## config.mk

```make
export PLATFORM = sky130hd
export DESIGN_NAME = uart_top
export DESIGN_NICKNAME = d
export VERILOG_FILES = /design/src/hdl/uart_pkg.sv /design/src/hdl/byte_fifo.sv /design/src/hdl/uart_transmitter.sv /design/src/hdl/uart_receiver.sv /design/src/hdl/uart_top.sv
export SDC_FILE = /design/constraint.sdc
export NUM_CORES = 1
export LEC_CHECK = 0
export ABC_AREA = 1
export BUFFER_PORTS_ARGS = -buffer_cell sky130_fd_sc_hd__buf_2
export CORE_ASPECT_RATIO = 1.75
export CORE_UTILIZATION = 50
export CTS_BUF_LIST = sky130_fd_sc_hd__clkbuf_4
export CTS_CLUSTER_SIZE = 28
export DETAILED_ROUTE_END_ITERATION = 6
export PLACE_DENSITY = 0.68
export SLEW_MARGIN = 20
export SYNTH_ARGS = -nofsm -noshare
export SYNTH_HDL_FRONTEND = slang
export SYNTH_SLANG_ARGS = --single-unit
```

## constraint.sdc

```tcl
create_clock -name clk -period 2.14 [get_ports clk]
set_input_delay 0.642 -clock clk [delete_from_list [all_inputs] [get_ports clk]]
set_output_delay 0.642 -clock clk [all_outputs]
set_load 0.02 [all_outputs]
```

## src/hdl/uart_pkg.sv

```systemverilog
/*
 * uart shared types
 * character, receive word and receiver state definitions used by
 * the transmit path, the receive path and the host ports
 */

`default_nettype none

package uart_pkg;

    // one character on the serial line
    typedef logic [7:0] byte_t;

    // receive word as stored in the rx fifo and seen by the host
    // frame_error set when the stop bit sampled low
    typedef struct packed {
        byte_t data;
        logic  frame_error;
    } rx_word_t;

    // receiver fsm
    // idle   waiting for a falling edge on the line
    // start  re-checking the start bit at half a bit period
    // data   sampling the eight data bits
    // stop   sampling the stop bit
    typedef enum logic [1:0] {
        idle,
        start,
        data,
        stop
    } uart_rx_state_e;

endpackage

`default_nettype wire

```

## src/hdl/byte_fifo.sv

```systemverilog
/*
 * byte_fifo
 * synchronous circular buffer of WIDTH-wide words, 2**FIFO_DEPTH_LOG2
 * deep, with full and empty levels. writes into a full buffer and
 * reads from an empty one are ignored. the head word is always shown
 * on read_data and is valid while empty is low.
 */

`timescale 1ns/1ps
`default_nettype none

module byte_fifo #(
    parameter int WIDTH           = 8,
    parameter int FIFO_DEPTH_LOG2 = 4
) (
    input  wire logic             clk,
    input  wire logic             reset,

    input  wire logic             write,
    input  wire logic [WIDTH-1:0] write_data,

    input  wire logic             read,
    output logic      [WIDTH-1:0] read_data,

    output logic                  full,
    output logic                  empty
);

    localparam int DEPTH = 1 << FIFO_DEPTH_LOG2;

    // pointer indexes the store
    // count is one bit wider to hold DEPTH
    typedef logic [FIFO_DEPTH_LOG2-1:0] ptr_t;
    typedef logic [FIFO_DEPTH_LOG2:0]   count_t;

    logic [WIDTH-1:0] mem [0:DEPTH-1];

    ptr_t   write_ptr;
    ptr_t   read_ptr;
    count_t count;

    // qualified requests
    logic do_write;
    logic do_read;

    assign full     = (count == count_t'(DEPTH));
    assign empty    = (count == '0);
    assign do_write = write & ~full;
    assign do_read  = read & ~empty;

    // head of the buffer, straight from the store
    assign read_data = mem[read_ptr];

    // storage
    always_ff @(posedge clk) begin
        if (do_write) begin
            mem[write_ptr] <= write_data;
        end
    end

    // pointers wrap naturally at DEPTH
    always_ff @(posedge clk) begin
        if (reset) begin
            write_ptr <= '0;
            read_ptr  <= '0;
            count     <= '0;
        end else begin
            if (do_write) begin
                write_ptr <= write_ptr + ptr_t'(1);
            end
            if (do_read) begin
                read_ptr <= read_ptr + ptr_t'(1);
            end
            // occupancy unchanged when both happen together
            case ({do_write, do_read})
                2'b10:   count <= count + count_t'(1);
                2'b01:   count <= count - count_t'(1);
                default: count <= count;
            endcase
        end
    end

endmodule

`default_nettype wire

```

## src/hdl/uart_transmitter.sv

```systemverilog
/*
 * uart_transmitter
 * takes a byte over valid/ready and sends it as one start bit, eight
 * data bits lsb first and one stop bit. every bit lasts
 * CLOCK_FREQ / BAUD_RATE cycles, and ready only returns once the stop
 * bit has been held for its full period.
 */

`timescale 1ns/1ps
`default_nettype none

module uart_transmitter
    import uart_pkg::*;
#(
    parameter int CLOCK_FREQ = 125_000_000,
    parameter int BAUD_RATE  = 115_200
) (
    input  wire logic  clk,
    input  wire logic  reset,

    input  wire byte_t data,
    input  wire logic  valid,
    output logic       ready,

    output logic       serial_out
);

    localparam int CLKS_PER_BIT    = CLOCK_FREQ / BAUD_RATE;
    localparam int CLK_COUNT_WIDTH = (CLKS_PER_BIT > 1) ? $clog2(CLKS_PER_BIT) : 1;
    localparam int FRAME_BITS      = 10;

    typedef logic [CLK_COUNT_WIDTH-1:0] clk_count_t;
    typedef logic [3:0]                 bit_count_t;
    typedef logic [FRAME_BITS-1:0]      frame_t;

    localparam clk_count_t LAST_CLK = clk_count_t'(CLKS_PER_BIT - 1);

    // bit currently on the line sits in frame_shift[0]
    frame_t     frame_shift;
    // bits of the frame still to send, zero when idle
    bit_count_t bit_count;
    // cycles spent in the current bit
    clk_count_t clk_count;

    always_ff @(posedge clk) begin
        if (reset) begin
            bit_count <= '0;
            clk_count <= '0;
        end else if (valid && ready) begin
            // accept edge
            // stop, data and start bit loaded together
            frame_shift <= {1'b1, data, 1'b0};
            bit_count   <= bit_count_t'(FRAME_BITS);
            clk_count   <= '0;
        end else if (!ready) begin
            if (clk_count == LAST_CLK) begin
                // bit period done, move to the next bit
                clk_count   <= '0;
                bit_count   <= bit_count - bit_count_t'(1);
                frame_shift <= frame_shift >> 1;
            end else begin
                clk_count <= clk_count + clk_count_t'(1);
            end
        end
    end

    // free once the stop bit period is over
    assign ready = (bit_count == '0);

    // line idles high
    assign serial_out = ready ? 1'b1 : frame_shift[0];

endmodule

`default_nettype wire

```

## src/hdl/uart_receiver.sv

```systemverilog
/*
 * uart_receiver
 * synchronizes serial_in, finds the falling edge of a start bit,
 * confirms it at mid-bit and then samples eight data bits and the
 * stop bit one bit period apart. at the stop-bit sample the byte is
 * presented with its framing flag and word_valid pulses for a cycle.
 */

`timescale 1ns/1ps
`default_nettype none

module uart_receiver
    import uart_pkg::*;
#(
    parameter int CLOCK_FREQ = 125_000_000,
    parameter int BAUD_RATE  = 115_200
) (
    input  wire logic clk,
    input  wire logic reset,

    input  wire logic serial_in,

    output logic      word_valid,
    output rx_word_t  word
);

    localparam int CLKS_PER_BIT    = CLOCK_FREQ / BAUD_RATE;
    localparam int HALF_BIT        = CLKS_PER_BIT / 2;
    localparam int CLK_COUNT_WIDTH = (CLKS_PER_BIT > 1) ? $clog2(CLKS_PER_BIT) : 1;

    typedef logic [CLK_COUNT_WIDTH-1:0] clk_count_t;
    typedef logic [2:0]                 bit_index_t;

    // full bit period between samples
    localparam clk_count_t LAST_CLK  = clk_count_t'(CLKS_PER_BIT - 1);
    // synchronizer and edge detect already cost two cycles of the half bit
    localparam clk_count_t START_CLK = clk_count_t'((HALF_BIT > 1) ? HALF_BIT - 2 : 0);

    // two-flop synchronizer, then one more stage for edge detect
    logic serial_meta;
    logic serial_sync;
    logic serial_last;
    logic falling_edge;

    uart_rx_state_e state;
    clk_count_t     clk_count;
    bit_index_t     bit_index;
    // data bits arrive lsb first and shift in from the top
    byte_t          shift_reg;

    // reset high so a quiet line does not look like a start bit
    always_ff @(posedge clk) begin
        if (reset) begin
            serial_meta <= 1'b1;
            serial_sync <= 1'b1;
            serial_last <= 1'b1;
        end else begin
            serial_meta <= serial_in;
            serial_sync <= serial_meta;
            serial_last <= serial_sync;
        end
    end

    assign falling_edge = serial_last & ~serial_sync;

    always_ff @(posedge clk) begin
        if (reset) begin
            state      <= idle;
            clk_count  <= '0;
            bit_index  <= '0;
            word_valid <= 1'b0;
        end else begin
            // single-cycle pulse by default
            word_valid <= 1'b0;
            case (state)
                idle: begin
                    clk_count <= '0;
                    if (falling_edge) begin
                        state <= start;
                    end
                end
                start: begin
                    if (clk_count == START_CLK) begin
                        clk_count <= '0;
                        bit_index <= '0;
                        // line back high at mid-bit means a glitch
                        state     <= serial_sync ? idle : data;
                    end else begin
                        clk_count <= clk_count + clk_count_t'(1);
                    end
                end
                data: begin
                    if (clk_count == LAST_CLK) begin
                        clk_count <= '0;
                        shift_reg <= {serial_sync, shift_reg[7:1]};
                        if (bit_index == 3'd7) begin
                            state <= stop;
                        end else begin
                            bit_index <= bit_index + bit_index_t'(1);
                        end
                    end else begin
                        clk_count <= clk_count + clk_count_t'(1);
                    end
                end
                stop: begin
                    if (clk_count == LAST_CLK) begin
                        clk_count        <= '0;
                        word.data        <= shift_reg;
                        // a low stop bit is a framing error
                        word.frame_error <= ~serial_sync;
                        word_valid       <= 1'b1;
                        // ready for the next start edge straight away
                        state            <= idle;
                    end else begin
                        clk_count <= clk_count + clk_count_t'(1);
                    end
                end
                default: state <= idle;
            endcase
        end
    end

endmodule

`default_nettype wire

```

## src/hdl/uart_top.sv

```systemverilog
/*
 * uart_top
 * host-side uart subsystem. host bytes queue in a transmit fifo that
 * feeds the transmitter, and words rebuilt by the receiver queue in a
 * receive fifo that the host pops. baud and fifo depth set here.
 */

`timescale 1ns/1ps
`default_nettype none

module uart_top
    import uart_pkg::*;
#(
    parameter int CLOCK_FREQ      = 125_000_000,
    parameter int BAUD_RATE       = 115_200,
    parameter int FIFO_DEPTH_LOG2 = 4
) (
    input  wire logic  clk,
    input  wire logic  reset,

    // host write side
    input  wire byte_t tx_data,
    input  wire logic  tx_write,
    output logic       tx_full,

    // host read side
    input  wire logic  rx_read,
    output rx_word_t   rx_word,
    output logic       rx_empty,

    // serial line
    output logic       serial_out,
    input  wire logic  serial_in
);

    // transmit path
    byte_t    tx_head;
    logic     tx_empty;
    logic     tx_valid;
    logic     tx_ready;
    logic     tx_pop;

    // receive path
    rx_word_t rx_new_word;
    logic     rx_new_valid;

    // fifo not-empty is valid, transfer pops the head
    assign tx_valid = ~tx_empty;
    assign tx_pop   = tx_valid & tx_ready;

    byte_fifo #(
        .WIDTH           ($bits(byte_t)),
        .FIFO_DEPTH_LOG2 (FIFO_DEPTH_LOG2)
    ) i_tx_fifo (
        .clk        (clk),
        .reset      (reset),
        .write      (tx_write),
        .write_data (tx_data),
        .read       (tx_pop),
        .read_data  (tx_head),
        .full       (tx_full),
        .empty      (tx_empty)
    );

    uart_transmitter #(
        .CLOCK_FREQ (CLOCK_FREQ),
        .BAUD_RATE  (BAUD_RATE)
    ) i_uart_transmitter (
        .clk        (clk),
        .reset      (reset),
        .data       (tx_head),
        .valid      (tx_valid),
        .ready      (tx_ready),
        .serial_out (serial_out)
    );

    uart_receiver #(
        .CLOCK_FREQ (CLOCK_FREQ),
        .BAUD_RATE  (BAUD_RATE)
    ) i_uart_receiver (
        .clk        (clk),
        .reset      (reset),
        .serial_in  (serial_in),
        .word_valid (rx_new_valid),
        .word       (rx_new_word)
    );

    // no back-pressure, a word arriving at a full fifo is lost
    byte_fifo #(
        .WIDTH           ($bits(rx_word_t)),
        .FIFO_DEPTH_LOG2 (FIFO_DEPTH_LOG2)
    ) i_rx_fifo (
        .clk        (clk),
        .reset      (reset),
        .write      (rx_new_valid),
        .write_data (rx_new_word),
        .read       (rx_read),
        .read_data  (rx_word),
        .full       (),
        .empty      (rx_empty)
    );

endmodule

`default_nettype wire

```

==> reports/qor.csv <==
stage;metric;value;unit
finish;fin_util;0.592;
global_route;grt_overflow;0;
job;cap_violations;0;
hold_path;hold_depth;2;
global_route;grt_max_degree;65;
route;via_per_inst;5.36;
synth;synth_cells;1240;
clock_tree;cts_tree;built;
die;start_util;0.507;
clock_tree;htree_levels;3;
hold_path;worstHoldStart;serial_in;
route;wirelength;32900;µm
sta;post-route-min-period;2.80;ns
critical_path;worstPathMaxFanout;10;
status;failed_checks;setup timing;
finish;fill_cells;2397;
die;rows;84;
critical_path;cp.depth;7;
sta;finClkSkew;0.0493;ns
pwr;power_density;1120;nW/µm²
sta;tightest_slew;0.591;ns
placed_design;place_hpwl;21200;µm
synth;synth_seq_area_share;0.682;
finish;reg_top3;i_rx_fifo.mem x144, i_tx_fifo.mem x128;
clock_tree;path_clk_slew;0.06;ns
global_route;grt_usage;0.217;
synth;synth_area_leaders;edfxtp_1 59%, dfxtp_1 9.1%, mux2i_1 4.0%;
sta;hold_violations;0;
critical_path;crit_path_frequent_cell;o211ai_1;
finish;final_layout_size_suffix_gt1_frac;0.230;
finish;regMostFlops;i_rx_fifo.mem;
die;fp.dieH;233;µm
sta;slew_violations;0;
sta;setup_slack;-0.660;ns
clock_tree;clk_latency;0.77;ns
die;fp.dieW;134;µm
critical_path;crit_chain;buf_8 -> clkbuf_16 -> mux2i_1 -> o211ai_1 -> o211ai_1 -> nand2_1 -> buf_6;
pwr;ir_worst_vdd;584;µV
clock_tree;cts_sinks;368;
critical_path;critPathTopFamily;buffers and inverters;
route;via_count;9865;
sta;grt_setup_unrepaired;true;
global_route;grt_pass1_vias;9994;
route;drc;0;
sta;slew_headroom;0.606;
placed_design;gp_congestion;0.832;
route;drt_iter0_drc;554;
die;fp.dieArea;31100;µm²
synth;synth_seq_cells;368;
synth;syn_area_per_cell;12.3;µm²
sta;max_freq;357;MHz
critical_path;worstRegToRegCells;16;
synth;synth_cell_types;47;
route;drtAntennaViolNets;0;
critical_path;cp-start-kind;flip-flop;
sta;setup_viol;12;
synth;synth_nets;1277;
die;io_pins;25;
synth;ys_warn_count;0;
critical_path;critPathSlowestCell;dfxtp_4;
critical_path;cp_slowest_stage_delay;0.41;ns
route;avgRoutedWirePerCell;17.9;µm
clock_tree;clockBufferDepth;3;
finish;largest_reg_flops;144;
critical_path;cp_num_buf_inv;3;
clock_tree;cts.hold.buffers_added;0;
clock_tree;numCtsBuffers;82;
sta;fin_tns_setup;-6.06;ns
global_route;antenna_found_initial;2;
placed_design;numPortBuffers;24;
sta;fin_crit_sh;1.31;
critical_path;required;1.50;ns
pwr;p_leak;0.00638;µW
route;first_pass_iters;5;
synth;netlist_area;15200;µm²
critical_path;cp-end-kind;output pin;
synth;yosysTopAreaCell;edfxtp_1;
global_route;grt_pass1_wl;51000;µm
critical_path;worstSetupPathType;reg2out;
status;status;finished with violations;
clock_tree;root_buffer;clkbuf_4;
critical_path;cp.arrival;2.16;ns
synth;synth_top_area_frac;0.591;
finish;layout.nets;1429;
critical_path;reg2reg_from;i_tx_fifo.count[3];
die;coreArea;30000;µm²
hold_path;hold_path.class;in2reg;
finish;syn2layout_area_growth;16.7;%
## layer usage
layer / track usage / routed length (µm) / vias to the layer above
met1: 0.205 / 11200 / 4762
met2: 0.425 / 19000 / 217
met4: 0.126 / 1610 / 0
li1: - / - / 4795
met3: 0.0407 / 1130 / 91
met5: 0 / 0 / -
## layout make-up
cell class | instances | area [µm²] | share of cell area
Sequential cell | 368 | 10400 | 0.586
Multi-Input combinational cell | 703 | 4360 | 0.246
Timing Repair Buffer | 121 | 1040 | 0.0584
Clock buffer | 111 | 833 | 0.0470
Tap cell | 387 | 484 | 0.0273
Inverter | 116 | 442 | 0.0249
Clock inverter | 31 | 184 | 0.0104
Antenna cell | 2 | 5.00 | 0.000282
## report_power, final
part	switching (µW)	total, µW	internal (µW)
sequential	291	8420	8120
clock	2660	5330	2660
combinational	3560	6150	2600
total	6510	19900	13400
## path summary, 6_finish.rpt
| kind | end | slack, ns |
|---|---|---|
| worst max-delay path | rx_word[7] | -0.66 |
| worst min-delay path | i_uart_receiver.serial_meta | 0.12 |
| worst max register to register | i_tx_fifo.count[4] | 0.08 |
| worst min register to register | i_uart_receiver.word[1] | 0.44 |
## stage by stage
step | hold slack (ns) | setup slack (ns) | instances | total power [µW] | cell area, µm²
after global routing | 0.0859 | -0.748 | 1839 | 20900 | 17700
after global placement | 0.407 | 0.0799 | 1670 | 13500 | 16200
after floorplan | 0.389 | 0.0414 | 1240 | 12000 | 15200
final | 0.123 | -0.660 | 1839 | 19900 | 17700
after CTS | 0.0630 | -0.711 | 1825 | 19400 | 17400
after detailed placement | 0.414 | 0.000818 | 1670 | 13600 | 16200
## timing repair
item,4_1_cts,5_1_grt
gates cloned,0,2
setup endpoints to repair,12,25
setup buffers,13,11
gates resized for setup,39,67
pin swaps,8,27
## cell usage after synthesis (all sizes together)
master	n
nand4	13
xnor2	2
a31oi	1
mux2i	60
nand3b	4
clkbuf	31
o21ai	103
nor3	10
o211ai	46
nor3b	1
edfxtp	299
nor2	146
nor4	1
nand3	47
clkinv	3
dfxtp	69
o221ai	24
nand2	120
a31o	1
o21bai	1
a21oi	68
xor2	17
or2	3
a211oi	2
o32ai	8
o21a	1
inv	113
ha	24
buf	22
## cells in the final DEF, fill, tap and decap left out, drive strengths merged, types with 3 or more instances in the layout
cell    netlist  layout
nand2       120     120
mux2i        60      60
clkbuf       31     113
nand3b        4       4
or2           3       3
clkinv        3      30
dfxtp        69      69
a21oi        68      68
inv         113     114
o211ai       46      46
o221ai       24      24
o21ai       103     103
edfxtp      299     299
nand4        13      13
nor2        146     146
nor3         10      10
buf          22     119
xor2         17      17
ha           24      24
o32ai         8       8
nand3        47      47
## cell families (layout without fill, tap and decap cells)
| group | count (synthesis) | in the layout | synth area share |
|---|---|---|---|
| simple gates | 345 | 345 | 0.102 |
| other cells | 0 | 2 | 0 |
| flops | 368 | 368 | 0.682 |
| compound gates | 255 | 255 | 0.102 |
| buf+inv | 169 | 379 | 0.0445 |
| mux | 60 | 60 | 0.0395 |
| fa+ha+maj | 24 | 24 | 0.0198 |
| xor+xnor | 19 | 19 | 0.0110 |
Power figures use the tool's default switching activity.
